### config.mk
export PLATFORM = sky130hd
export DESIGN_NAME = store_unit
export DESIGN_NICKNAME = d
export VERILOG_FILES = /design/src/rtl/rob_pkg.sv /design/src/rtl/store_unit.sv
export VERILOG_INCLUDE_DIRS = /design/src /design/src/rtl
export SDC_FILE = /design/constraint.sdc
export NUM_CORES = 1
export LEC_CHECK = 0
export BUFFER_PORTS_ARGS = -buffer_cell sky130_fd_sc_hd__buf_4
export CAP_MARGIN = 20
export CORE_MARGIN = 8
export CORE_UTILIZATION = 55
export CTS_CLUSTER_DIAMETER = 60
export DETAILED_ROUTE_END_ITERATION = 12
export PLACE_DENSITY = 0.72
export SETUP_SLACK_MARGIN = 0.5
export SLEW_MARGIN = 10
export SYNTH_ARGS = -nofsm -noshare
export SYNTH_HDL_FRONTEND = slang
export SYNTH_SLANG_ARGS = --single-unit
### constraint.sdc
create_clock -name clk -period 8.14 [get_ports clk]
set_clock_uncertainty 0.05 [all_clocks]
set_input_delay 1.628 -clock clk [delete_from_list [all_inputs] [get_ports clk]]
set_output_delay 1.628 -clock clk [all_outputs]
set_load 0.05 [all_outputs]
### src/rtl/ooo_defines.svh
`ifndef OOO_DEFINES_SVH
`define OOO_DEFINES_SVH

`default_nettype none

// architectural register count
`define OOO_NREGS 32

// data path width
`define OOO_XLEN 32

// branch target and store address width
`define OOO_ALEN 16

// reorder buffer slots, power of two
`define OOO_ROB_DEPTH 8

`default_nettype wire

`endif

### src/rtl/rob_pkg.sv
`include "ooo_defines.svh"
`default_nettype none

package rob_pkg;

    // tag of an in-flight instruction, its reorder buffer slot
    typedef logic [$clog2(`OOO_ROB_DEPTH)-1:0] nick_t;

    // what happens when the entry retires
    typedef enum logic [1:0] {
        KIND_REG    = 2'd0,
        KIND_STORE  = 2'd1,
        KIND_BRANCH = 2'd2
    } entry_kind_e;

endpackage

`default_nettype wire

### src/rtl/store_unit.sv
`include "ooo_defines.svh"
`default_nettype none

module store_unit (
    input  wire                   clk,
    input  wire                   rst_n,
    input  wire                   capture_en,
    input  wire rob_pkg::nick_t   capture_nick,
    input  wire [`OOO_ALEN-1:0]   addr,
    input  wire [`OOO_XLEN-1:0]   data,
    input  wire                   store_en,
    input  wire rob_pkg::nick_t   store_nick,
    input  wire                   flush,
    output logic                  store_done,
    output logic                  mem_we,
    output logic [`OOO_ALEN-1:0]  mem_addr,
    output logic [`OOO_XLEN-1:0]  mem_data
);

    localparam int DEPTH   = `OOO_ROB_DEPTH;
    localparam int DMEM_AW = 4;

    logic [`OOO_ALEN-1:0] tab_addr [DEPTH];
    logic [`OOO_XLEN-1:0] tab_data [DEPTH];
    logic [DEPTH-1:0]     tab_v;
    logic [`OOO_XLEN-1:0] dmem [2**DMEM_AW];

    // word-addressed, reads back what was just written
    assign mem_data = dmem[mem_addr[DMEM_AW+1:2]];

    always_ff @(posedge clk or negedge rst_n) begin
        if (!rst_n) begin
            tab_v      <= '0;
            store_done <= 1'b0;
            mem_we     <= 1'b0;
        end else begin
            store_done <= store_en;
            mem_we     <= store_en && tab_v[store_nick];
            if (flush) begin
                tab_v <= '0;
            end else begin
                if (capture_en) begin
                    tab_v[capture_nick] <= 1'b1;
                end
                if (store_en) begin
                    tab_v[store_nick] <= 1'b0;
                end
            end
        end
    end

    always_ff @(posedge clk) begin
        if (capture_en) begin
            tab_addr[capture_nick] <= addr;
            tab_data[capture_nick] <= data;
        end
        if (store_en && tab_v[store_nick]) begin
            mem_addr <= tab_addr[store_nick];
            dmem[tab_addr[store_nick][DMEM_AW+1:2]] <= tab_data[store_nick];
        end
    end

endmodule

`default_nettype wire

==> summary.txt <==
===============================================================================================
Status                                                                             finished clean
Initial cell density of the core                                                         0.5564
Io pins                                                                                     109
Via count of the first global-routing pass                                                15698
Number of nets still failing antenna checks after routing                                     0
Max Buffers Root-to-Sink                                                                      3
Worst-path fanout max                                                                        44
Post-placement cell area                                                            37010 sq um
Clock insertion delay at the later pin of the skew report                               0.64 ns
Mapped Cells                                                                               1376
Total Die Area                                                                      72270 sq um
Kind of start point of the critical path                                               register
Antenna violations before repair                                                             10
Maximum achievable frequency                                                         0.1967 GHz
Total clock buffers created by CTS                                                           91
Max-slew headroom                                                                        0.2847
Die height                                                                         268.8 microns
Non-filler instance count after layout                                                     2464
Crit-path cells                                                                    buf_4, mux4_2, mux4_2, buf_4
Via count normalized by instance count                                                    6.112
Crit-path slowest cell                                                             sky130_fd_sc_hd__buf_4
Final Critical Period                                                                  5.084 ns
Syn_nets                                                                                   1435
Setup Total Neg Slack                                                                      0 ns
Root buffer cell                                                                   sky130_fd_sc_hd__clkbuf_16
Syn avg cell area                                                                   25.55 sq um
Placer's final routability congestion estimate                                           0.7622
Post-layout nets                                                                           1598
Number of filler instances in the final layout                                             4017
Number of vias after detailed routing                                                     15061
Final wirelength                                                                   68350 microns
Kind of path behind the tightest hold check                                        register to register
Global-route wire length before repair                                             100700 microns
Number of distinct library cells after synthesis                                             33
Setup repair after global routing missed its margin                                       false
Power density of the placed cells                                                  249.4 nW/um^2
Total overflow reported by the global router                                                  0
Register cell area after layout                                                     27730 sq um
Num Clock Sinks                                                                             926
Number of synthesized register bits                                                         926
Largest net degree at the start of global routing                                            71
TritonCTS clock tree                                                                        yes
Total placed cells including tap cells                                                     2288
Half-perimeter wire length after placement                                         37830 microns
Clock input transition at the sequential cells of the worst setup and hold paths        0.06 ns
Largest delay contributor family on the critical path                              multiplexers
Static leakage                                                                         12.74 nW
Part of the total power dissipated in sequential elements                                 0.538
Endpoint type of the worst setup path                                              primary output
VDD IR max                                                                            0.1857 mV
Std-Cell Core Area                                                                  63200 sq um
1st-iter DRT viols                                                                         1471
Total net switching power                                                            0.002085 W
Total count of max-transition violations in the final report                                  0
P_int                                                                                0.007913 W
Wire length per cell after detailed routing                                        27.74 microns
Number of DRC violations after detailed routing                                               0
Final setup viols                                                                             0
Post-CTS Setup Repair Bufs                                                                    0
Max-cap violations                                                                            0
Overall track demand over capacity in global routing                                     0.1897
Final non-filler cell area                                                          40080 sq um
Floorplan die width                                                                268.8 microns
Deepest level of the CTS H-tree                                                               3
Sw Ratio                                                                                 0.2085
Fraction of layout instances using a drive strength above 1                              0.3532
Buffers on Ports                                                                            108
Endpoint arrival time on the critical path                                              3.41 ns
Sequential fraction of the synthesis area                                                0.7883
Number of standard-cell rows in the floorplan                                                92
Final number of hold-violating endpoints                                                      0
Critical path required time                                                             6.46 ns
Initial DRT Pass Iterations                                                                   5
Power share of the clock group                                                            0.414
Layout-stage area growth over the synthesis result                                       14.01%
Syn Std Cell Area                                                                   35160 sq um
Combinational group share of total power                                                  0.047
Total buffers and inverters traversed by the critical path                                    2
Count of synthesis-stage warnings from yosys                                                  0
Category of the most critical setup path                                           register to primary output
Hold-fix buffers, CTS                                                                         0
Area of the multi-input gates                                                        7127 sq um
Cells resized by post-CTS repair                                                              0
Stage delay of the slowest cell on the critical path                                    0.77 ns
Slew of the pin with the lowest slew margin                                            1.073 ns
Final critical-path share of the clock period                                            0.6246
===============================================================================================
worst reg2reg max path, stage by stage (launching register included):
cell and delay [ns]:
sky130_fd_sc_hd__edfxtp_1 0.36, sky130_fd_sc_hd__mux4_2 0.49, sky130_fd_sc_hd__mux2i_4 0.22, sky130_fd_sc_hd__o2111ai_1 0.50, sky130_fd_sc_hd__nor2_4 0.96
stage by stage:
step	hold WS, ns	setup slack (ns)	util	total power [W]
after CTS	0.4693	2.925	0.6328	0.01007
after floorplan	0.4139	2.439	-	0.005783
after detailed placement	0.4565	3.040	0.5857	0.005962
after global placement	0.4349	3.033	0.5839	0.005942
after global routing	0.4770	2.817	0.6341	0.01027
final	0.4689	3.056	0.6343	0.009998
registers in the layout, indices dropped and copies added, names as in the netlist, named ones only:
name / flops
dmem: 512
tab_data: 256
tab_addr: 128
mem_addr: 16
tab_v: 8
mem_we: 1
store_done: 1
layout make-up:
type	count	area share
sequential	926	0.6917
inverter	5	0.0004682
antenna	4	0.0002497
clock buffer	103	0.05846
tap	846	0.02641
clock inverter	65	0.01573
multi-input combinational	378	0.1778
timing repair buffer	137	0.02918
synthesized netlist by cell type:
| master | instances | share of area |
|---|---|---|
| sky130_fd_sc_hd__a41oi_1 | 1 | 0.00025 |
| sky130_fd_sc_hd__dfrtp_1 | 10 | 0.0071 |
| sky130_fd_sc_hd__buf_12 | 10 | 0.0057 |
| sky130_fd_sc_hd__a311oi_1 | 4 | 0.0010 |
| sky130_fd_sc_hd__nand2b_1 | 3 | 0.00053 |
| sky130_fd_sc_hd__o2bb2ai_1 | 1 | 0.00025 |
| sky130_fd_sc_hd__buf_6 | 2 | 0.00064 |
| sky130_fd_sc_hd__mux2_4 | 1 | 0.00043 |
| sky130_fd_sc_hd__mux2_2 | 52 | 0.017 |
| sky130_fd_sc_hd__mux4_1 | 45 | 0.034 |
| sky130_fd_sc_hd__nor3b_1 | 2 | 0.00043 |
| sky130_fd_sc_hd__o21ai_2 | 1 | 0.00025 |
| sky130_fd_sc_hd__a211oi_1 | 3 | 0.00064 |
| sky130_fd_sc_hd__nand2_1 | 4 | 0.00043 |
| sky130_fd_sc_hd__dfxtp_1 | 4 | 0.0023 |
| sky130_fd_sc_hd__nor2_1 | 30 | 0.0032 |
| sky130_fd_sc_hd__nand3_1 | 1 | 0.00014 |
| sky130_fd_sc_hd__inv_2 | 2 | 0.00021 |
| sky130_fd_sc_hd__buf_4 | 7 | 0.0015 |
| sky130_fd_sc_hd__buf_2 | 14 | 0.0020 |
| sky130_fd_sc_hd__mux2i_1 | 1 | 0.00028 |
| sky130_fd_sc_hd__nor3_1 | 3 | 0.00043 |
| sky130_fd_sc_hd__edfxtp_1 | 912 | 0.78 |
| sky130_fd_sc_hd__clkbuf_1 | 19 | 0.0020 |
| sky130_fd_sc_hd__mux2i_4 | 2 | 0.0013 |
| sky130_fd_sc_hd__a31oi_1 | 3 | 0.00053 |
| sky130_fd_sc_hd__o2111ai_1 | 4 | 0.0010 |
| sky130_fd_sc_hd__inv_1 | 3 | 0.00032 |
| sky130_fd_sc_hd__a22o_1 | 1 | 0.00025 |
| sky130_fd_sc_hd__nor2b_1 | 3 | 0.00053 |
| sky130_fd_sc_hd__mux4_2 | 211 | 0.14 |
| sky130_fd_sc_hd__buf_1 | 15 | 0.0016 |
| sky130_fd_sc_hd__o21a_1 | 2 | 0.00043 |
power by group through the flow:
stage	sequential (W)	combinational, W	clock [W]
after floorplan	0.00548	0.000304	0
after global placement	0.00548	0.000465	0
after detailed placement	0.00548	0.000479	0
after CTS	0.00538	0.000481	0.00421
after global routing	0.00538	0.000505	0.00438
final	0.00538	0.000473	0.00414
worst paths after layout:
kind                                      from      endpoint  slack (ns)  cells past startpoint
worst max-delay path                  register  mem_data[27]        3.06                      4
worst min-delay path                  tab_v[7]      tab_v[7]        0.47                      1
worst max register to register  tab_addr[0][2]    dmem[8][3]        5.16                      4
worst min register to register        tab_v[7]      tab_v[7]        0.47                      1
max in group asynchronous                rst_n      tab_v[7]        7.15                      1
min in group asynchronous                rst_n      tab_v[3]        0.75                      1
routing by layer:
| layer | global-route usage | wire, microns | vias up |
|---|---|---|---|
| li1 | - | - | 6350 |
| met1 | 0.2700 | 28880 | 8075 |
| met2 | 0.3056 | 33790 | 526 |
| met3 | 0.03611 | 4490 | 98 |
| met4 | 0.04975 | 1103 | 12 |
| met5 | 0 | 82 | - |
logic make-up after synthesis:
family | share of synthesized area
AOI/OAI and AO/OA | 0.004590
DFF | 0.7883
buffers and inverters | 0.01399
muxes | 0.1874
and+or+nand+nor | 0.005693
cell usage in the layout, fill, tap and decap left out, types with 5 or more instances in the layout:
cell / instances
sky130_fd_sc_hd__clkinv_1: 21
sky130_fd_sc_hd__nor2_4: 22
sky130_fd_sc_hd__clkbuf_1: 11
sky130_fd_sc_hd__edfxtp_1: 912
sky130_fd_sc_hd__mux4_1: 45
sky130_fd_sc_hd__mux4_2: 211
sky130_fd_sc_hd__clkbuf_16: 92
sky130_fd_sc_hd__mux2_2: 52
sky130_fd_sc_hd__bufinv_16: 9
sky130_fd_sc_hd__clkinv_2: 20
sky130_fd_sc_hd__nor2_1: 8
sky130_fd_sc_hd__dfrtp_1: 10
sky130_fd_sc_hd__buf_16: 5
sky130_fd_sc_hd__buf_4: 128
(Power assumes the default switching activity.)
