### src/rtl/ooo_defines.svh
`ifndef OOO_DEFINES_SVH
`define OOO_DEFINES_SVH

`default_nettype none

// architectural register count
`define OOO_NREGS 32

// data path width
`define OOO_XLEN 32

// branch target and store address width
`define OOO_ALEN 16

// reorder buffer slots, power of two
`define OOO_ROB_DEPTH 8

`default_nettype wire

`endif

### src/rtl/isa_pkg.sv
`include "ooo_defines.svh"
`default_nettype none

package isa_pkg;

    // operation codes as issued by the decoder
    typedef enum logic [2:0] {
        OP_ADD = 3'd0,
        OP_SUB = 3'd1,
        OP_AND = 3'd2,
        OP_XOR = 3'd3,
        OP_MUL = 3'd4,
        OP_BEQ = 3'd5,
        OP_SW  = 3'd6
    } opcode_e;

    // architectural register name
    typedef logic [$clog2(`OOO_NREGS)-1:0] regnm_t;

endpackage

`default_nettype wire

### src/rtl/rob_pkg.sv
`include "ooo_defines.svh"
`default_nettype none

package rob_pkg;

    // tag of an in-flight instruction, its reorder buffer slot
    typedef logic [$clog2(`OOO_ROB_DEPTH)-1:0] nick_t;

    // what happens when the entry retires
    typedef enum logic [1:0] {
        KIND_REG    = 2'd0,
        KIND_STORE  = 2'd1,
        KIND_BRANCH = 2'd2
    } entry_kind_e;

endpackage

`default_nettype wire

### src/rtl/ooo_if.sv
`include "ooo_defines.svh"
`default_nettype none


// in-order retirement towards the register file
interface commit_if;
    logic                 en;
    isa_pkg::regnm_t      regnm;
    logic [`OOO_XLEN-1:0] data;
    rob_pkg::nick_t       nick;

    modport source (output en, regnm, data, nick);
    modport sink   (input  en, regnm, data, nick);
endinterface

`default_nettype wire

### src/rtl/rename_regfile.sv
`include "ooo_defines.svh"
`default_nettype none

module rename_regfile (
    input  wire                   clk,
    input  wire                   rst_n,
    input  wire isa_pkg::regnm_t  rs1,
    input  wire isa_pkg::regnm_t  rs2,
    output logic [`OOO_XLEN-1:0]  rs1_data,
    output logic [`OOO_XLEN-1:0]  rs2_data,
    output logic                  src_pending,
    input  wire                   alloc_en,
    input  wire rob_pkg::nick_t   alloc_nick,
    input  wire isa_pkg::regnm_t  alloc_rd,
    commit_if.sink                cm,
    input  wire                   flush
);

    logic [`OOO_XLEN-1:0]  regs [`OOO_NREGS];
    logic [`OOO_NREGS-1:0] pend;
    rob_pkg::nick_t        ptag [`OOO_NREGS];

    // x0 is never written and never pending
    assign rs1_data    = regs[rs1];
    assign rs2_data    = regs[rs2];
    assign src_pending = pend[rs1] | pend[rs2];

    always_ff @(posedge clk or negedge rst_n) begin
        if (!rst_n) begin
            pend <= '0;
            for (int i = 0; i < `OOO_NREGS; i++) begin
                regs[i] <= '0;
            end
        end else begin
            if (cm.en && cm.regnm != '0) begin
                regs[cm.regnm] <= cm.data;
                // a younger writer keeps the register pending
                if (ptag[cm.regnm] == cm.nick) begin
                    pend[cm.regnm] <= 1'b0;
                end
            end
            if (flush) begin
                pend <= '0;
            end else if (alloc_en && alloc_rd != '0) begin
                pend[alloc_rd] <= 1'b1;
            end
        end
    end

    always_ff @(posedge clk) begin
        if (alloc_en) begin
            ptag[alloc_rd] <= alloc_nick;
        end
    end

endmodule

`default_nettype wire

### src/flat_wrapper.sv
// flat-port wrapper written by rule: the top's interface ports become plain ports
module rename_regfile_flat 
  (clk, rst_n, rs1, rs2, rs1_data, rs2_data, src_pending, alloc_en, alloc_nick, alloc_rd, flush, cm_en, cm_regnm, cm_data, cm_nick);
  commit_if cm_i ();
  input  wire clk;
  input  wire rst_n;
  input  wire isa_pkg::regnm_t rs1;
  input  wire isa_pkg::regnm_t rs2;
  output logic [`OOO_XLEN-1:0] rs1_data;
  output logic [`OOO_XLEN-1:0] rs2_data;
  output logic src_pending;
  input  wire alloc_en;
  input  wire rob_pkg::nick_t alloc_nick;
  input  wire isa_pkg::regnm_t alloc_rd;
  input  wire flush;
  input wire logic [$bits(cm_i.en)-1:0] cm_en;
  input wire logic [$bits(cm_i.regnm)-1:0] cm_regnm;
  input wire logic [$bits(cm_i.data)-1:0] cm_data;
  input wire logic [$bits(cm_i.nick)-1:0] cm_nick;
  assign cm_i.en = cm_en;
  assign cm_i.regnm = cm_regnm;
  assign cm_i.data = cm_data;
  assign cm_i.nick = cm_nick;
  rename_regfile u_core (.clk(clk), .rst_n(rst_n), .rs1(rs1), .rs2(rs2), .rs1_data(rs1_data), .rs2_data(rs2_data), .src_pending(src_pending), .alloc_en(alloc_en), .alloc_nick(alloc_nick), .alloc_rd(alloc_rd), .cm(cm_i), .flush(flush));
endmodule
### config.mk
export PLATFORM = sky130hd
export DESIGN_NAME = rename_regfile_flat
export DESIGN_NICKNAME = d
export VERILOG_FILES = /design/src/rtl/isa_pkg.sv /design/src/rtl/rob_pkg.sv /design/src/rtl/ooo_if.sv /design/src/rtl/rename_regfile.sv /design/src/flat_wrapper.sv
export VERILOG_INCLUDE_DIRS = /design/src /design/src/rtl
export SDC_FILE = /design/constraint.sdc
export NUM_CORES = 2
export LEC_CHECK = 0
export BUFFER_PORTS_ARGS = -buffer_cell sky130_fd_sc_hd__buf_2
export CORE_MARGIN = 2
export CORE_UTILIZATION = 25
export CTS_BUF_LIST = sky130_fd_sc_hd__clkbuf_16
export DETAILED_ROUTE_END_ITERATION = 8
export PLACE_DENSITY_LB_ADDON = 0.15
export SLEW_MARGIN = 30
export SYNTH_ARGS = -nofsm -noshare
export SYNTH_HDL_FRONTEND = slang
export SYNTH_SLANG_ARGS = --single-unit
### constraint.sdc
create_clock -name clk -period 2 [get_ports clk]
set_input_delay 0.2 -clock clk [delete_from_list [all_inputs] [get_ports clk]]
set_output_delay 0.2 -clock clk [all_outputs]
set_load 0.005 [all_outputs]
==> results.md <==
Outcome:
- The run finished, with violations left.
- The checks that failed: setup timing.

Run:
- The count of maximum capacitance violations is 0.

STA:
- The final critical-path required period is 2899 ps.
- The transition time at the pin with the least slew margin is 670.4 ps.
- The final count of pins violating max slew is 0.
- The final count of hold timing violations was 0.
- The fmax is 345.0 MHz.
- Dividing the final minimum period by the clock period gives 144.9%.
- Setup repair after global routing could not meet its margin everywhere.
- In this run the tightest slew margin relative to its limit is 55.31%.
- The final setup skew is 26.81 ps.
- The number of setup violations in the final report is 96.
- Setup slack on the critical path of the routed design comes to -898.9 ps.

Clock tree:
- The total clock buffers created by CTS is 151.
- TritonCTS built the clock tree.
- The tree built by TritonCTS fans out to 1152 sinks.
- The number of buffers on the longest clock path is 3.
- The clock tree synthesis step divided the H-tree into 4 levels.
- The later pin in the worst-skew pair is clocked with a latency of 790 ps.
- The register clock-pin slew on the reported worst setup and hold paths is 60 ps.
- In this run the clock root is driven by a sky130_fd_sc_hd__clkbuf_16.

Worst setup path:
- At the worst endpoint, the required time is 1800 ps.
- The cell seen most often among critical-path stages is sky130_fd_sc_hd__mux4_2.
- The delay of the slowest cell on the worst path is 530 ps.
- The worst register-to-register path begins at u_core.ptag[22][1].
- The worst setup path is launched from a flop.
- Traced cell by cell, the critical path runs through mux4_2 > mux4_2 > mux2i_1 > nand2_2 > buf_6.
- The critical path class is reg2out.
- For this design, the slowest cell found on the critical path is sky130_fd_sc_hd__mux4_2.
- In this run the worst path has a maximum fanout of 3.
- The worst setup path is captured at an output pin.
- Data on the critical path arrives at its endpoint at 2700 ps.
- The critical path starts at u_core.pend[31].

Cells and area:
- Measured on the finished design, the core utilization comes to 31.25%.
- The share of post-route cells with drive strength above 1 is 61.36%.
- The area growth from synthesis to layout is 24.48%.
- The number of nets in the final layout is 3976.
- The cell area after layout is 75100 µm².

Die:
- The site row count is 180.
- In this run the count of I/O pins placed on the die edge is 128.
- The chip height is 495.3 µm.
- From left edge to right edge, the die measures 495.3 µm.
- The starting utilization of the core area is 25.11%.
- The floorplan step defined a die boundary enclosing 245300 µm².
- The core area is 240300 µm².

Synth:
- The cell taking the most area after synthesis is sky130_fd_sc_hd__dfrtp_1.
- In the post-synthesis netlist, the biggest area contributors are sky130_fd_sc_hd__dfrtp_1 (44%), sky130_fd_sc_hd__mux4_2 (25%), sky130_fd_sc_hd__mux2_2 (18%).
- The cell count after synthesis is 3574.
- The post-synthesis sequential area ratio is 48.58%.
- The count of different cell masters after synthesis is 55.
- The share of synthesized area in the top cell type comes to 43.80%.
- The post-synth design cell area is 60330 µm².
- Ranked by instance count, the synthesized netlist is headed by sky130_fd_sc_hd__dfrtp_1 (1056), sky130_fd_sc_hd__mux2_2 (957), sky130_fd_sc_hd__mux4_2 (667).
- Yosys printed 0 warnings.
- Counting flops with an async set or reset pin after synthesis yields a share of 91.67%.
- In this run the mean area of a mapped cell was 16.88 µm².
- sky130_fd_sc_hd__dfrtp_1 is the most common cell in the netlist.
- Yosys mapped a number of flops with a built-in enable equal to 96.
- The flop and latch count out of synthesis is 1152.
- In the synthesized netlist the dominant register cell turns out to be sky130_fd_sc_hd__dfrtp_1.
- The total nets after synthesis is 3637.

Global routing:
- The first global-routing pass estimated 305500 µm of wire.
- The total global routing track utilization is 17.41%.
- The maximum number of pins on one net before global-route repair is 98.
- The via count of the first global-routing pass was 38.53k.
- Summed over all layers, the global routing overflow is 0.
- The number of antenna violations at the first check in global routing is 16.

Placement:
- The number of port buffers is 127.
- Routability-driven placement finished with a final weighted congestion of 0.7446.
- In this run the cell area measured after placement is 69280 µm².
- The final HPWL from detailed placement is 140300 µm.

Drt:
- Once detail routing completed, the nets flagged for antenna violations numbered 0.
- The total number of vias is 35.75k.
- The wire length reported by the detailed router is 212000 µm.
- The number of DRC violations after detailed-routing iteration 0 is 2280.
- The total DRC errors in the routed layout is 0.
- The mean routed wirelength per cell is 29.40 µm.
- The number of vias per cell is 4.957.
- The first-pass detailed-route iteration total is 7.

Pwr:
- In this run, the combinational gates consume 20.9% of the power.
- The sequential share of power is 42.2%.
- The analysis attributes to cell leakage a power of 0.03117 µW.
- For this design the total switching power over the nets is 19370 µW.
- The switching fraction of total power is 26.85%.
- Power spread over the standard cell area amounts to 960.5 nW/µm².
- The portion of total power attributed to the clock network is 36.8%.
- The internal portion of the total power is 52770 µW.
- IR analysis of the VDD net gives a maximum drop of 719.3 µV.

Hold path:
- The origin of the worst min-delay path is cm_data[12].
- In this run the worst hold path is classified as in2reg.
## layout make-up
cell class              count  area [µm²]
clock inverters           109       795.8
repair buffers            599        7521
multi-input cells        2006       29520
diodes                      1       2.502
well taps                3185        3985
clock buffers             158        3954
fillers                 23440      165200
flip-flops and latches   1152       29310
inverters                   3       11.26
## per-layer routing
layer  wire [µm]  GRT usage (%)  vias up
li1            -              -    14840
met1       97720          24.27    19980
met2      103600          28.79      662
met3        6131          2.176      264
met4        4513          4.046        6
met5          30              0        -
## final timing paths
path	end	slack (ps)	cells past startpoint
hold / removal	u_core.regs[588]	60	2
hold reg to reg	u_core.regs[1000]	390	0
setup reg to reg	u_core.pend[13]	-240	8
setup / recovery	src_pending	-900	5
max in group asynchronous	u_core.regs[208]	910	3
min in group asynchronous	u_core.regs[606]	150	3
## flip-flops by register name (all words and copies together) (netlist names)
| name | count |
|---|---|
| u_core.regs | 1024 |
| u_core.ptag | 96 |
| u_core.pend | 32 |
## power by group through the flow
stage	logic, µW	clock network [µW]	registers (µW)
finish	15100	26600	30500
global route	16200	28400	31000
detailed placement	14400	0	30800
floorplan	10300	0	29700
global placement	14200	0	30700
CTS	15400	27500	30400
## repair_timing
action | 4_1_cts | 5_1_grt
resized for setup | 122 | 5
setup buffers | 9 | 6
setup endpoints to repair | 96 | 96
hold endpoints to repair | 1267 | 0
cloned | 6 | 0
pin swaps | 7 | 2
hold buffers | 18 | 0
## worst max-delay path: cells and delay by family, from the launching register on
family / cells / cell delay (ps)
flip-flops: 1 / 420
multiplexers: 3 / 1220
AND/OR/NAND/NOR: 1 / 140
buffers and inverters: 1 / 140
## kinds of logic (layout without fill, tap and decap cells)
logic type,after synthesis,in the layout,synth area share (%)
flops,1152,1152,48.58
mux,1759,1759,45.22
xor+xnor,2,2,0.07260
simple gates,157,157,1.327
other cells,0,1,0
compound gates,88,88,1.524
buf+inv,416,869,3.273
## cell usage in the layout (no fill, tap or decap), types with 45 or more instances in the layout
cell                        synthesis  layout
sky130_fd_sc_hd__mux4_2           667     667
sky130_fd_sc_hd__nor2_1            60      45
sky130_fd_sc_hd__edfxtp_1          96      96
sky130_fd_sc_hd__mux2_4             1      64
sky130_fd_sc_hd__buf_2            108      51
sky130_fd_sc_hd__buf_6             22      69
sky130_fd_sc_hd__mux2_1           104     104
sky130_fd_sc_hd__mux2_2           957     894
sky130_fd_sc_hd__clkbuf_16          0     158
sky130_fd_sc_hd__dfrtp_1         1056    1056
sky130_fd_sc_hd__buf_12             0     214
sky130_fd_sc_hd__buf_4             30     234
## stage by stage
step / total power, µW / cells / setup WS, ps / setup TNS, ps / hold slack (ps)
after floorplan: 39970 / 3574 / -75.70 / -2994 / -95.59
after global placement: 44950 / 6907 / -638.7 / -153770 / 117.3
after detailed placement: 45200 / 6907 / -643.1 / -151150 / 119.4
after CTS: 73260 / 7206 / -1007 / -64570 / 1.388
after global routing: 75560 / 7213 / -975.9 / -67210 / 42.84
final: 72130 / 7213 / -898.9 / -59220 / 63.56
No activity file was read; power rests on OpenSTA's default activity.
