==> src/rtl/ooo_defines.svh <==
`ifndef OOO_DEFINES_SVH
`define OOO_DEFINES_SVH

`default_nettype none

// architectural register count
`define OOO_NREGS 32

// data path width
`define OOO_XLEN 32

// branch target and store address width
`define OOO_ALEN 16

// reorder buffer slots, power of two
`define OOO_ROB_DEPTH 8

`default_nettype wire

`endif

==> src/rtl/isa_pkg.sv <==
`include "ooo_defines.svh"
`default_nettype none

package isa_pkg;

    // operation codes as issued by the decoder
    typedef enum logic [2:0] {
        OP_ADD = 3'd0,
        OP_SUB = 3'd1,
        OP_AND = 3'd2,
        OP_XOR = 3'd3,
        OP_MUL = 3'd4,
        OP_BEQ = 3'd5,
        OP_SW  = 3'd6
    } opcode_e;

    // architectural register name
    typedef logic [$clog2(`OOO_NREGS)-1:0] regnm_t;

endpackage

`default_nettype wire

==> src/rtl/rob_pkg.sv <==
`include "ooo_defines.svh"
`default_nettype none

package rob_pkg;

    // tag of an in-flight instruction, its reorder buffer slot
    typedef logic [$clog2(`OOO_ROB_DEPTH)-1:0] nick_t;

    // what happens when the entry retires
    typedef enum logic [1:0] {
        KIND_REG    = 2'd0,
        KIND_STORE  = 2'd1,
        KIND_BRANCH = 2'd2
    } entry_kind_e;

endpackage

`default_nettype wire

==> src/rtl/ooo_if.sv <==
`include "ooo_defines.svh"
`default_nettype none

// completed result from the execution unit
interface ex_result_if;
    logic                 valid;
    rob_pkg::nick_t       nick;
    logic [`OOO_XLEN-1:0] data;
    logic                 taken;
    logic [`OOO_ALEN-1:0] target;

    modport source (output valid, nick, data, taken, target);
    modport sink   (input  valid, nick, data, taken, target);
endinterface

// in-order retirement towards the register file
interface commit_if;
    logic                 en;
    isa_pkg::regnm_t      regnm;
    logic [`OOO_XLEN-1:0] data;
    rob_pkg::nick_t       nick;

    modport source (output en, regnm, data, nick);
    modport sink   (input  en, regnm, data, nick);
endinterface

`default_nettype wire

==> src/rtl/reorder_buffer.sv <==
`include "ooo_defines.svh"
`default_nettype none

module reorder_buffer (
    input  wire                    clk,
    input  wire                    rst_n,
    input  wire                    issue_en,
    input  wire isa_pkg::opcode_e  issue_op,
    input  wire isa_pkg::regnm_t   issue_rd,
    input  wire                    issue_pred,
    input  wire                    mul_busy,
    output logic                   issue_ready,
    output rob_pkg::nick_t         alloc_nick,
    output isa_pkg::regnm_t        alloc_rd,
    output logic                   alloc_en,
    ex_result_if.sink              res,
    input  wire                    store_done,
    output logic                   store_en,
    output rob_pkg::nick_t         store_nick,
    commit_if.source               cm,
    output logic                   flush,
    output logic                   redirect_valid,
    output logic [`OOO_ALEN-1:0]   redirect_pc
);

    localparam int DEPTH = `OOO_ROB_DEPTH;

    rob_pkg::entry_kind_e kind [DEPTH];
    isa_pkg::regnm_t      rd_q [DEPTH];
    logic [`OOO_XLEN-1:0] data_q [DEPTH];
    logic [`OOO_ALEN-1:0] target_q [DEPTH];
    logic [DEPTH-1:0]     done;
    logic [DEPTH-1:0]     pred;
    logic [DEPTH-1:0]     taken;

    rob_pkg::nick_t         head;
    rob_pkg::nick_t         tail;
    logic [$clog2(DEPTH):0] count;
    logic                   store_busy;

    rob_pkg::entry_kind_e issue_kind;
    rob_pkg::entry_kind_e head_kind;
    logic                 fire;
    logic                 head_done;
    logic                 retire;
    logic                 mispredict;

    always_comb begin
        case (issue_op)
            isa_pkg::OP_SW:  issue_kind = rob_pkg::KIND_STORE;
            isa_pkg::OP_BEQ: issue_kind = rob_pkg::KIND_BRANCH;
            default:         issue_kind = rob_pkg::KIND_REG;
        endcase
    end

    // a new multiply waits while the multiplier is still occupied
    assign issue_ready = (count != DEPTH) && !flush &&
                         !(issue_op == isa_pkg::OP_MUL && mul_busy);
    assign fire        = issue_en && issue_ready;

    assign alloc_en   = fire;
    assign alloc_nick = tail;
    assign alloc_rd   = (issue_kind == rob_pkg::KIND_REG) ? issue_rd : '0;

    assign head_kind = kind[head];
    assign head_done = (count != '0) && done[head] && !flush;

    // stores hand off once, then wait for the store unit
    assign store_en   = head_done && head_kind == rob_pkg::KIND_STORE && !store_busy;
    assign store_nick = head;

    assign retire     = head_done && (head_kind != rob_pkg::KIND_STORE || store_done);
    assign mispredict = retire && head_kind == rob_pkg::KIND_BRANCH &&
                        (taken[head] != pred[head]);

    assign cm.en    = retire && head_kind == rob_pkg::KIND_REG;
    assign cm.regnm = rd_q[head];
    assign cm.data  = data_q[head];
    assign cm.nick  = head;

    assign redirect_valid = flush;

    always_ff @(posedge clk or negedge rst_n) begin
        if (!rst_n) begin
            head       <= '0;
            tail       <= '0;
            count      <= '0;
            done       <= '0;
            store_busy <= 1'b0;
            flush      <= 1'b0;
        end else if (flush) begin
            // drop everything younger than the mispredicted branch
            head       <= '0;
            tail       <= '0;
            count      <= '0;
            done       <= '0;
            store_busy <= 1'b0;
            flush      <= 1'b0;
        end else begin
            flush <= mispredict;
            if (fire) begin
                tail       <= tail + 1'b1;
                done[tail] <= (issue_kind == rob_pkg::KIND_STORE);
            end
            if (res.valid) begin
                done[res.nick] <= 1'b1;
            end
            if (retire) begin
                head <= head + 1'b1;
            end
            if (store_en) begin
                store_busy <= 1'b1;
            end else if (store_done) begin
                store_busy <= 1'b0;
            end
            case ({fire, retire})
                2'b10:   count <= count + 1'b1;
                2'b01:   count <= count - 1'b1;
                default: count <= count;
            endcase
        end
    end

    always_ff @(posedge clk) begin
        if (fire) begin
            kind[tail]  <= issue_kind;
            rd_q[tail]  <= alloc_rd;
            pred[tail]  <= issue_pred;
            taken[tail] <= 1'b0;
        end
        if (res.valid) begin
            data_q[res.nick]   <= res.data;
            taken[res.nick]    <= res.taken;
            target_q[res.nick] <= res.target;
        end
        if (mispredict) begin
            redirect_pc <= target_q[head];
        end
    end

endmodule

`default_nettype wire

==> src/flat_wrapper.sv <==
// flat-port wrapper written by rule: the top's interface ports become plain ports
module reorder_buffer_flat 
  (clk, rst_n, issue_en, issue_op, issue_rd, issue_pred, mul_busy, issue_ready, alloc_nick, alloc_rd, alloc_en, store_done, store_en, store_nick, flush, redirect_valid, redirect_pc, res_valid, res_nick, res_data, res_taken, res_target, cm_en, cm_regnm, cm_data, cm_nick);
  ex_result_if res_i ();
  commit_if cm_i ();
  input  wire clk;
  input  wire rst_n;
  input  wire issue_en;
  input  wire isa_pkg::opcode_e issue_op;
  input  wire isa_pkg::regnm_t issue_rd;
  input  wire issue_pred;
  input  wire mul_busy;
  output logic issue_ready;
  output rob_pkg::nick_t alloc_nick;
  output isa_pkg::regnm_t alloc_rd;
  output logic alloc_en;
  input  wire store_done;
  output logic store_en;
  output rob_pkg::nick_t store_nick;
  output logic flush;
  output logic redirect_valid;
  output logic [`OOO_ALEN-1:0] redirect_pc;
  input wire logic [$bits(res_i.valid)-1:0] res_valid;
  input wire logic [$bits(res_i.nick)-1:0] res_nick;
  input wire logic [$bits(res_i.data)-1:0] res_data;
  input wire logic [$bits(res_i.taken)-1:0] res_taken;
  input wire logic [$bits(res_i.target)-1:0] res_target;
  output wire logic [$bits(cm_i.en)-1:0] cm_en;
  output wire logic [$bits(cm_i.regnm)-1:0] cm_regnm;
  output wire logic [$bits(cm_i.data)-1:0] cm_data;
  output wire logic [$bits(cm_i.nick)-1:0] cm_nick;
  assign res_i.valid = res_valid;
  assign res_i.nick = res_nick;
  assign res_i.data = res_data;
  assign res_i.taken = res_taken;
  assign res_i.target = res_target;
  assign cm_en = cm_i.en;
  assign cm_regnm = cm_i.regnm;
  assign cm_data = cm_i.data;
  assign cm_nick = cm_i.nick;
  reorder_buffer u_core (.clk(clk), .rst_n(rst_n), .issue_en(issue_en), .issue_op(issue_op), .issue_rd(issue_rd), .issue_pred(issue_pred), .mul_busy(mul_busy), .issue_ready(issue_ready), .alloc_nick(alloc_nick), .alloc_rd(alloc_rd), .alloc_en(alloc_en), .res(res_i), .store_done(store_done), .store_en(store_en), .store_nick(store_nick), .cm(cm_i), .flush(flush), .redirect_valid(redirect_valid), .redirect_pc(redirect_pc));
endmodule
==> config.mk <==
export PLATFORM = sky130hd
export DESIGN_NAME = reorder_buffer_flat
export DESIGN_NICKNAME = d
export VERILOG_FILES = /design/src/rtl/isa_pkg.sv /design/src/rtl/rob_pkg.sv /design/src/rtl/ooo_if.sv /design/src/rtl/reorder_buffer.sv /design/src/flat_wrapper.sv
export VERILOG_INCLUDE_DIRS = /design/src /design/src/rtl
export SDC_FILE = /design/constraint.sdc
export NUM_CORES = 1
export LEC_CHECK = 0
export ABC_AREA = 1
export BUFFER_PORTS_ARGS = -buffer_cell sky130_fd_sc_hd__buf_2
export CAP_MARGIN = 0
export CELL_PAD_IN_SITES_DETAIL_PLACEMENT = 0
export CELL_PAD_IN_SITES_GLOBAL_PLACEMENT = 2
export CORE_UTILIZATION = 30
export CTS_BUF_LIST = sky130_fd_sc_hd__clkbuf_8
export DETAILED_ROUTE_END_ITERATION = 8
export PLACE_DENSITY = 0.63
export SETUP_SLACK_MARGIN = 0.4
export SYNTH_ARGS = -nofsm -noshare
export SYNTH_HDL_FRONTEND = slang
export SYNTH_SLANG_ARGS = --single-unit
export TNS_END_PERCENT = 5
==> constraint.sdc <==
create_clock -name clk -period 4.4 [get_ports clk]
set_clock_uncertainty 0.15 [all_clocks]
set_input_delay 0.44 -clock clk [delete_from_list [all_inputs] [get_ports clk]]
set_output_delay 0.44 -clock clk [all_outputs]
set_load 0.1 [all_outputs]
==> report_table.html, run 1 <==
<table>
<tr><th>Metric</th><th>Value</th></tr>
<tr><th colspan="2">Run status</th></tr>
<tr><td>Outcome</td><td>completed</td></tr>
<tr><th colspan="2">Worst setup path</th></tr>
<tr><td>Most frequent cell on the critical path</td><td>nand2_1</td></tr>
<tr><td>Slowest-stage cell, CP</td><td>dfrtp_4</td></tr>
<tr><td>Type of element capturing the critical path</td><td>output port</td></tr>
<tr><td>Crit Path Max Fanout</td><td>59</td></tr>
<tr><td>Cell chain of the critical path</td><td>buf_4, nand2_1, nand3_1, nand3_1, nand2_2, nand2_1, nor2_1, nand2_1, inv_1, buf_2</td></tr>
<tr><td>Crit path required time</td><td>3.81 ns</td></tr>
<tr><td>Arrival time worst endpoint</td><td>3.12 ns</td></tr>
<tr><td>Element type at the critical path start</td><td>register</td></tr>
<tr><td>Category of the most critical setup path</td><td>register to output port</td></tr>
<tr><td>Maximum cell stage delay along the critical path</td><td>0.60 ns</td></tr>
<tr><th colspan="2">Clocking</th></tr>
<tr><td>Number of sinks on the clock net</td><td>492</td></tr>
<tr><td>Count of buffers added by post-CTS timing repair for setup</td><td>0</td></tr>
<tr><td>CTS clk-pin slew, worst paths</td><td>0.06 ns</td></tr>
<tr><td>Maximum clock path buffer count</td><td>3</td></tr>
<tr><td>Cts bufs inserted</td><td>86</td></tr>
<tr><td>Clock tree root buffer cell</td><td>clkbuf_8</td></tr>
<tr><td>Number of H-tree levels</td><td>3</td></tr>
<tr><td>CTS tree</td><td>done</td></tr>
<tr><td>Source-to-sink clock delay at the later pin of the worst-skew pair</td><td>0.66 ns</td></tr>
<tr><th colspan="2">GRT</th></tr>
<tr><td>First-pass GRT wire length</td><td>82770 microns</td></tr>
<tr><td>Maximum number of pins on one net before global-route repair</td><td>87</td></tr>
<tr><td>Remaining Overflow, GRT</td><td>0</td></tr>
<tr><td>Antenna violations before repair</td><td>3</td></tr>
<tr><td>Total GRT Usage</td><td>16.55%</td></tr>
<tr><td>Number of global-route vias before repair</td><td>12.96k</td></tr>
<tr><th colspan="2">Drt</th></tr>
<tr><td>Vias per inst</td><td>4.711</td></tr>
<tr><td>Number of design-rule violations left by the first detailed-router iteration</td><td>839</td></tr>
<tr><td>Total number of vias</td><td>12.90k</td></tr>
<tr><td>Count of unresolved DRC violations after routing</td><td>0</td></tr>
<tr><td>Wire per inst</td><td>19.92 microns</td></tr>
<tr><td>Total length of routed wires</td><td>54520 microns</td></tr>
<tr><td>Count of TritonRoute iterations in the first routing pass</td><td>5</td></tr>
<tr><td>Final ANT Viol Nets</td><td>0</td></tr>
<tr><th colspan="2">Timing</th></tr>
<tr><td>Max-slew violation count</td><td>0</td></tr>
<tr><td>RSZ-0062 raised after global routing</td><td>false</td></tr>
<tr><td>Tightest slew margin relative to the limit</td><td>36.33%</td></tr>
<tr><td>Worst Tran Pin Value</td><td>0.9527 ns</td></tr>
<tr><td>Maximum operating frequency</td><td>269.5 MHz</td></tr>
<tr><td>Setup-violating endpoint count in the final report</td><td>0</td></tr>
<tr><td>Setup TNS</td><td>0 ns</td></tr>
<tr><td>Hold violation count in the final report</td><td>0</td></tr>
<tr><td>Period utilisation layout</td><td>84.32%</td></tr>
<tr><td>Minimum period implied by the final worst setup slack</td><td>3.710 ns</td></tr>
<tr><td>Post-route setup slack</td><td>0.6898 ns</td></tr>
<tr><th colspan="2">Pwr</th></tr>
<tr><td>Design Power</td><td>16.86 mW</td></tr>
<tr><td>Power per standard cell area</td><td>720.1 nW/um^2</td></tr>
<tr><td>Pleak</td><td>8.632 nW</td></tr>
<tr><td>Largest voltage drop on the vdd net</td><td>0.6031 mV</td></tr>
<tr><th colspan="2">Placed design</th></tr>
<tr><td>Placed Instance Area</td><td>21310 sq um</td></tr>
<tr><td>Post-detail-place hpwl</td><td>29710 microns</td></tr>
<tr><td>Final weighted congestion of routability-driven global placement</td><td>0.7304</td></tr>
<tr><td>Pre-CTS setup slack</td><td>0.9986 ns</td></tr>
<tr><td>Port buffer count</td><td>139</td></tr>
<tr><th colspan="2">Yosys</th></tr>
<tr><td>Number of distinct standard cells referenced by the synthesized netlist</td><td>30</td></tr>
<tr><td>Average cell area after synthesis</td><td>12.26 sq um</td></tr>
<tr><td>Net count of the mapped netlist</td><td>1676</td></tr>
<tr><td>Number of register bits inferred by synthesis</td><td>492</td></tr>
<tr><td>Warning count from the yosys run</td><td>0</td></tr>
<tr><td>Post-synthesis instance area</td><td>19660 sq um</td></tr>
<tr><td>Sequential cell area fraction in the yosys report</td><td>74.23%</td></tr>
<tr><td>Gate count after technology mapping</td><td>1603</td></tr>
<tr><th colspan="2">Floorplan</th></tr>
<tr><td>Count of boundary I/O pins</td><td>140</td></tr>
<tr><td>Die Y</td><td>258.0 microns</td></tr>
<tr><td>Starting density of the core</td><td>30.44%</td></tr>
<tr><td>Die X-Extent</td><td>258.0 microns</td></tr>
<tr><td>Placeable Area</td><td>64580 sq um</td></tr>
<tr><td>Die outline area</td><td>66560 sq um</td></tr>
<tr><td>Floorplan row count</td><td>93</td></tr>
<tr><th colspan="2">Cells and area</th></tr>
<tr><td>Final-stage net count</td><td>1888</td></tr>
<tr><td>Final Instance Area</td><td>23410 sq um</td></tr>
<tr><td>Layout Area Growth over Synthesis</td><td>19.06%</td></tr>
<tr><td>Most common library cell in the layout ignoring fill and taps</td><td>edfxtp_1</td></tr>
<tr><td>Highest-count cells in the layout ignoring fill and taps</td><td>464 x edfxtp_1, 266 x nor2_1, 253 x nand2_1, 209 x o21ai_0, 139 x buf_2</td></tr>
<tr><td>Share of layout cells above drive strength 1</td><td>15.84%</td></tr>
<tr><th colspan="2">Worst hold path</th></tr>
<tr><td>Hold Crit Class</td><td>input pin to register</td></tr>
<tr><th colspan="2">Run</th></tr>
<tr><td>Max-capacitance violation count</td><td>0</td></tr>
</table>
[sequential cells by signal, indices dropped and copies added (netlist names)]
name,flops
u_core.count,4
u_core.kind,16
u_core.cm.nick,3
u_core.redirect_pc,16
u_core.rd_q,40
u_core.pred,8
u_core.flush,1
u_core.target_q,128
u_core.store_busy,1
u_core.data_q,256
u_core.alloc_nick,3
u_core.done,8
u_core.taken,8
[cells by family (layout without fill, tap and decap cells)]
| family | Yosys count | in the layout | synth area share [%] |
|---|---|---|---|
| buffers and inverters | 171 | 449 | 4.022 |
| adder cells (fa/ha/maj) | 6 | 6 | 0.3818 |
| other | 0 | 1 | 0 |
| AND/OR/NAND/NOR | 578 | 578 | 11.53 |
| AO/OA/AOI/OAI | 352 | 352 | 9.654 |
| flip-flops | 492 | 492 | 74.23 |
| XOR/XNOR | 4 | 4 | 0.1782 |
[critical path, delay by kind of cell (launching register included)]
kind                   cells  cell delay (ns)
and+or+nand+nor            7             0.78
buffers and inverters      3             1.08
DFF                        1             0.60
[cell type report]
class	count	area [sq um]
flip-flops and latches	492	14600
clock buffers	88	1211
repair buffers	220	1544
well taps	855	1070
clock inverters	66	371.6
inverters	75	290.3
multi-input cells	940	4315
fillers	6367	41170
diodes	1	2.502
[Yosys cell counts]
cell type	n	area, sq um
edfxtp_1	464	13930
nor2_1	272	1021
nand2_1	253	949.7
o21ai_0	209	1046
o22ai_1	106	663.1
inv_1	73	274.0
clkbuf_1	47	176.4
nand3_1	43	215.2
o21ai_1	33	165.2
buf_2	26	130.1
dfrtp_1	20	500.5
buf_4	12	90.09
dfxtp_1	8	160.2
ha_1	6	75.07
buf_6	5	56.30
xor2_1	4	35.03
a21oi_1	3	15.01
buf_1	3	11.26
buf_12	2	40.04
inv_2	2	7.510
nand4_1	2	12.51
nor3_1	2	10.01
clkbuf_2	1	5.000
nand2_2	1	6.260
nand2_4	1	11.26
nand3_4	1	17.52
nor2_2	1	6.260
nor2_4	1	11.26
o21ai_2	1	8.760
or2_2	1	6.260
[report_power, final]
part / internal [mW] / switching, mW
combinational: 1.45 / 5.67
clock: 2.05 / 1.91
sequential: 5.56 / 0.223
[routing by layer]
layer	wire length [microns]	track usage [%]
met5	20	0
met4	1043	4.980
met3	2322	3.269
met2	25850	26.84
met1	25280	22.38
[through the flow]
stage / hold slack [ns] / std cells / utilization (%)
after floorplan: -0.005591 / 1603 / -
after global placement: 0.3120 / 2531 / 33.00
after detailed placement: 0.3120 / 2531 / 33.00
after CTS: 0.02691 / 2736 / 36.24
after global routing: 0.07970 / 2737 / 36.25
final: 0.08031 / 2737 / 36.25
[worst paths after layout]
path / cells past startpoint / endpoint / startpoint / slack [ns]
hold / removal: 3 / u_core.taken[0] / res_taken / 0.08
setup / recovery: 10 / store_en / u_core.cm.nick[0] / 0.69
setup reg to reg: 15 / u_core.count[3] / u_core.cm.nick[0] / 1.00
min in group asynchronous: 2 / u_core.count[1] / rst_n / 0.17
hold reg to reg: 2 / u_core.taken[0] / u_core.taken[0] / 0.33
max in group asynchronous: 2 / u_core.cm.nick[1] / rst_n / 3.50
[what timing repair did]
item	CTS	global route
endpoints found under the hold margin	413	0
hold buffers	51	0
resized for setup	0	1
endpoints found under the setup margin	0	1
(Power assumes the default switching activity.)
==> run 2: changes to the inputs <==
--- a/config.mk
+++ b/config.mk
@@ -6,7 +6,7 @@
 export SDC_FILE = /design/constraint.sdc
 export NUM_CORES = 1
 export LEC_CHECK = 0
-export ABC_AREA = 1
+export ABC_AREA = 0
 export BUFFER_PORTS_ARGS = -buffer_cell sky130_fd_sc_hd__buf_2
 export CAP_MARGIN = 0
 export CELL_PAD_IN_SITES_DETAIL_PLACEMENT = 0
@@ -14,7 +14,7 @@
 export CORE_UTILIZATION = 30
 export CTS_BUF_LIST = sky130_fd_sc_hd__clkbuf_8
 export DETAILED_ROUTE_END_ITERATION = 8
-export PLACE_DENSITY = 0.63
+export PLACE_DENSITY = 0.59
 export SETUP_SLACK_MARGIN = 0.4
 export SYNTH_ARGS = -nofsm -noshare
 export SYNTH_HDL_FRONTEND = slang
==> constraint.sdc (replaced) <==
create_clock -name clk -period 3.3 [get_ports clk]
set_clock_uncertainty 0.15 [all_clocks]
set_input_delay 0.33 -clock clk [delete_from_list [all_inputs] [get_ports clk]]
set_output_delay 0.33 -clock clk [all_outputs]
set_load 0.1 [all_outputs]
==> report_table.html, run 2 <==
<table>
<tr><th>Metric</th><th>Value</th></tr>
<tr><th colspan="2">Worst setup path</th></tr>
<tr><td>Slowest-stage cell, CP</td><td>dfrtp_4</td></tr>
<tr><td>Critical Path Source</td><td>u_core.cm.nick[0]</td></tr>
<tr><td>Crit Path Max Fanout</td><td>10 (-83%)</td></tr>
<tr><td>Cell chain of the critical path</td><td>buf_12, buf_4, buf_16, buf_12, buf_16, mux4_2, mux2_2, buf_6</td></tr>
<tr><td>Critical R2R Capture</td><td>u_core.count[3]</td></tr>
<tr><td>Source of the worst register-to-register timing path</td><td>u_core.cm.nick[0]</td></tr>
<tr><td>Length in cells of the worst reg-to-reg path</td><td>13 (-2)</td></tr>
<tr><td>Critical path depth</td><td>8 (-2)</td></tr>
<tr><td>Crit path required time</td><td>2.82 ns (-0.99 ns)</td></tr>
<tr><td>Type of element capturing the critical path</td><td>output port</td></tr>
<tr><td>Category of the most critical setup path</td><td>register to output port</td></tr>
<tr><td>Element type at the critical path start</td><td>register</td></tr>
<tr><td>Crit path buffers/inverters</td><td>6 (+3)</td></tr>
<tr><td>Maximum cell stage delay along the critical path</td><td>0.49 ns (-0.11 ns)</td></tr>
<tr><td>R2r setup slk</td><td>0.07 ns (-0.93 ns)</td></tr>
<tr><td>Arrival time worst endpoint</td><td>2.78 ns (-0.34 ns)</td></tr>
<tr><td>Capture point of the critical path</td><td>cm_data[8]</td></tr>
<tr><td>Family with the most delay on the worst path</td><td>buffers and inverters</td></tr>
<tr><th colspan="2">Clocking</th></tr>
<tr><td>Number of sinks on the clock net</td><td>492 (unchanged)</td></tr>
<tr><td>CTS tree</td><td>done</td></tr>
<tr><td>CTS clk-pin slew, worst paths</td><td>0.06 ns (about the same)</td></tr>
<tr><td>Maximum clock path buffer count</td><td>3 (unchanged)</td></tr>
<tr><td>Clock tree root buffer cell</td><td>clkbuf_8</td></tr>
<tr><td>Source-to-sink clock delay at the later pin of the worst-skew pair</td><td>0.67 ns (about the same)</td></tr>
<tr><td>Number of H-tree levels</td><td>3 (unchanged)</td></tr>
<tr><td>Cts bufs inserted</td><td>86 (unchanged)</td></tr>
<tr><th colspan="2">GRT</th></tr>
<tr><td>Total GRT Usage</td><td>14.43% (-2.1 points)</td></tr>
<tr><td>Remaining Overflow, GRT</td><td>0 (unchanged)</td></tr>
<tr><td>Number of global-route vias before repair</td><td>10.24k (-21%)</td></tr>
<tr><td>Maximum number of pins on one net before global-route repair</td><td>54 (-38%)</td></tr>
<tr><td>Antenna violations before repair</td><td>4 (+1)</td></tr>
<tr><td>First-pass GRT wire length</td><td>66720 microns (-19%)</td></tr>
<tr><th colspan="2">Timing</th></tr>
<tr><td>Post-route setup slack</td><td>0.04055 ns (-0.6493 ns)</td></tr>
<tr><td>Max-slew violation count</td><td>0 (unchanged)</td></tr>
<tr><td>Worst hold margin</td><td>0.07669 ns (-0.003618 ns)</td></tr>
<tr><td>Minimum period implied by the final worst setup slack</td><td>3.259 ns</td></tr>
<tr><td>Worst Tran Pin Value</td><td>1.072 ns (+0.1191 ns)</td></tr>
<tr><td>Period utilisation layout</td><td>98.77%</td></tr>
<tr><td>Tightest slew margin relative to the limit</td><td>26.70% (-9.6 points)</td></tr>
<tr><td>Hold violation count in the final report</td><td>0 (unchanged)</td></tr>
<tr><td>RSZ-0062 raised after global routing</td><td>true</td></tr>
<tr><td>Setup-violating endpoint count in the final report</td><td>0 (unchanged)</td></tr>
<tr><td>Maximum operating frequency</td><td>306.8 MHz</td></tr>
<tr><th colspan="2">Cells and area</th></tr>
<tr><td>Register with the highest flop count</td><td>u_core.data_q</td></tr>
<tr><td>Highest-count cells in the layout ignoring fill and taps</td><td>464 x edfxtp_1, 116 x mux4_2, 99 x buf_2, 90 x clkbuf_8, 66 x dlygate4sd3_1</td></tr>
<tr><td>Regs by FF count</td><td>u_core.data_q (256), u_core.target_q (128), u_core.rd_q (40)</td></tr>
<tr><td>Most common library cell in the layout ignoring fill and taps</td><td>edfxtp_1</td></tr>
<tr><td>Max reg flops</td><td>256 (unchanged)</td></tr>
<tr><td>Layout Area Growth over Synthesis</td><td>27.55%</td></tr>
<tr><td>Share of layout cells above drive strength 1</td><td>40.55% (+25 points)</td></tr>
<tr><td>Final-stage net count</td><td>1230 (-35%)</td></tr>
<tr><th colspan="2">Drt</th></tr>
<tr><td>Total length of routed wires</td><td>44780 microns (-18%)</td></tr>
<tr><td>Number of design-rule violations left by the first detailed-router iteration</td><td>483 (-42%)</td></tr>
<tr><td>Final ANT Viol Nets</td><td>0 (unchanged)</td></tr>
<tr><td>Vias per inst</td><td>4.548 (-3.5%)</td></tr>
<tr><td>Count of unresolved DRC violations after routing</td><td>0 (unchanged)</td></tr>
<tr><td>Total number of vias</td><td>9406 (-27%)</td></tr>
<tr><td>Count of TritonRoute iterations in the first routing pass</td><td>5 (unchanged)</td></tr>
<tr><td>Wire per inst</td><td>21.66 microns (+8.7%)</td></tr>
<tr><th colspan="2">Run</th></tr>
<tr><td>Max-capacitance violation count</td><td>0 (unchanged)</td></tr>
<tr><th colspan="2">Yosys</th></tr>
<tr><td>Leading cell types by count after synthesis</td><td>464 x edfxtp_1, 116 x mux4_2, 54 x mux2_2, 26 x nand2_1, 21 x clkbuf_1</td></tr>
<tr><td>Number of register bits inferred by synthesis</td><td>492 (unchanged)</td></tr>
<tr><td>Area contributors post-synth</td><td>edfxtp_1 74%, mux4_2 14%, mux2_2 3.2%</td></tr>
<tr><td>Share of flip-flops with an asynchronous set or reset</td><td>4.065% (unchanged)</td></tr>
<tr><td>Gate count after technology mapping</td><td>851 (-47%)</td></tr>
<tr><td>Dominant register cell in the synthesized netlist</td><td>edfxtp_1</td></tr>
<tr><td>Fraction of post-synthesis cell area in the top cell type by area</td><td>73.65% (+2.8 points)</td></tr>
<tr><td>Most common cell in the synthesized netlist</td><td>edfxtp_1</td></tr>
<tr><td>Number of distinct standard cells referenced by the synthesized netlist</td><td>41 (+37%)</td></tr>
<tr><td>Post-synthesis instance area</td><td>18920 sq um (-3.8%)</td></tr>
<tr><td>Warning count from the yosys run</td><td>0 (unchanged)</td></tr>
<tr><td>Net count of the mapped netlist</td><td>924 (-45%)</td></tr>
<tr><td>Average cell area after synthesis</td><td>22.23 sq um (+81%)</td></tr>
<tr><td>Number of enable-type register cells in the synthesized netlist</td><td>464 (unchanged)</td></tr>
<tr><td>Cell taking the most area after synthesis</td><td>edfxtp_1</td></tr>
<tr><td>Sequential cell area fraction in the yosys report</td><td>77.14% (+2.9 points)</td></tr>
<tr><th colspan="2">Run status</th></tr>
<tr><td>Outcome</td><td>completed</td></tr>
<tr><th colspan="2">Floorplan</th></tr>
<tr><td>Floorplan row count</td><td>91 (-2.2%)</td></tr>
<tr><td>Placeable Area</td><td>62050 sq um (-3.9%)</td></tr>
<tr><td>Starting density of the core</td><td>30.49% (+0.044 points)</td></tr>
<tr><td>Die outline area</td><td>64070 sq um (-3.7%)</td></tr>
<tr><td>Die X-Extent</td><td>253.1 microns (-1.9%)</td></tr>
<tr><td>Count of boundary I/O pins</td><td>140 (unchanged)</td></tr>
<tr><td>Die Y</td><td>253.1 microns (-1.9%)</td></tr>
<tr><th colspan="2">Placed design</th></tr>
<tr><td>Post-detail-place hpwl</td><td>24150 microns (-19%)</td></tr>
<tr><td>Final weighted congestion of routability-driven global placement</td><td>0.6987 (-4.3%)</td></tr>
<tr><td>Pre-CTS setup slack</td><td>0.1602 ns (-0.8384 ns)</td></tr>
<tr><td>Port buffer count</td><td>139 (unchanged)</td></tr>
<tr><th colspan="2">Pwr</th></tr>
<tr><td>Largest voltage drop on the vdd net</td><td>1.087 mV (+80%)</td></tr>
<tr><td>Power per standard cell area</td><td>975.1 nW/um^2 (+35%)</td></tr>
<tr><td>Pleak</td><td>8.281 nW (-4.1%)</td></tr>
<tr><th colspan="2">Worst hold path</th></tr>
<tr><td>Depth of the worst hold-timing path</td><td>2 (-1)</td></tr>
<tr><td>Hold Crit Class</td><td>input pin to register</td></tr>
</table>
## run 2: report_power, final
group / total (mW) / internal (mW) / switching (mW)
registers: 7.76 / 7.43 / 0.330
logic: 10.4 / 4.01 / 6.40
clock network: 5.36 / 2.86 / 2.50
## run 2: what timing repair did
item,4_1_cts,5_1_grt
resized for setup,54,102
setup buffers,15,3
hold buffers,66,0
hold endpoints to repair,446,0
cloned,6,0
endpoints found under the setup margin,58,51
pin swaps,0,2
## run 2: layout make-up
| cell class | count | area (sq um) |
|---|---|---|
| multi-input cells | 302 | 4149 |
| diodes | 3 | 7.507 |
| clock inverters | 69 | 415.4 |
| flip-flops and latches | 492 | 14610 |
| well taps | 837 | 1047 |
| repair buffers | 260 | 2606 |
| fillers | 5677 | 37920 |
| inverters | 15 | 56.30 |
| clock buffers | 90 | 1239 |
## run 2: through the flow
| stage | cells | setup TNS, ns | util, % | area [sq um] | total power, mW |
|---|---|---|---|---|---|
| floorplan | 851 | 0 | - | 18990 | 14.98 |
| CTS | 2062 | 0 | 38.34 | 23790 | 23.20 |
| global placement | 1816 | 0 | 33.76 | 20950 | 16.73 |
| detailed placement | 1816 | 0 | 33.76 | 20950 | 16.75 |
| global route | 2067 | -0.3569 | 38.88 | 24130 | 24.59 |
| finish | 2068 | 0 | 38.89 | 24130 | 23.53 |
## run 2: how the worst min path moves through the flow
| stage | to | slack, ns | start |
|---|---|---|---|
| 4_1_cts | u_core.kind[2][1] | 0.01 | issue_op[2] |
| 2_1_floorplan | u_core.alloc_nick[0] | -0.12 | rst_n |
| 3_3_place_gp | u_core.alloc_nick[1] | 0.20 | rst_n |
| 6_report | u_core.rd_q[6][4] | 0.08 | issue_rd[4] |
| 3_5_place_dp | u_core.alloc_nick[1] | 0.19 | rst_n |
| 5_1_grt | u_core.kind[6][1] | 0.05 | issue_op[2] |
## run 2: routing by layer
layer  up-vias  wire length (microns)  track usage (%)
li1       4174                      -                -
met1      4955                  19550            18.29
met2       191                  22240            24.02
met3        82                   2021            3.762
met4         4                    950            4.658
met5         -                     22                0
## run 2: logic make-up after synthesis
group | share of synthesized area [%]
AOI/OAI and AO/OA | 0.9987
xor gates and xnor gates | 0.3704
adders and majority gates | 0.3968
buffers and inverters | 1.323
DFF | 77.14
muxes | 17.76
and+or+nand+nor | 2.004
## run 2: worst reg2reg max path: stages (launching register included)
cell	delay, ns
dfrtp_4	0.49
buf_12	0.15
buf_4	0.15
mux4_2	0.43
mux2_4	0.29
a311o_1	0.33
inv_2	0.10
ha_4	0.17
ha_4	0.21
o21a_1	0.11
o22a_1	0.20
o21ai_1	0.15
xnor2_1	0.13
nor2_1	0.05
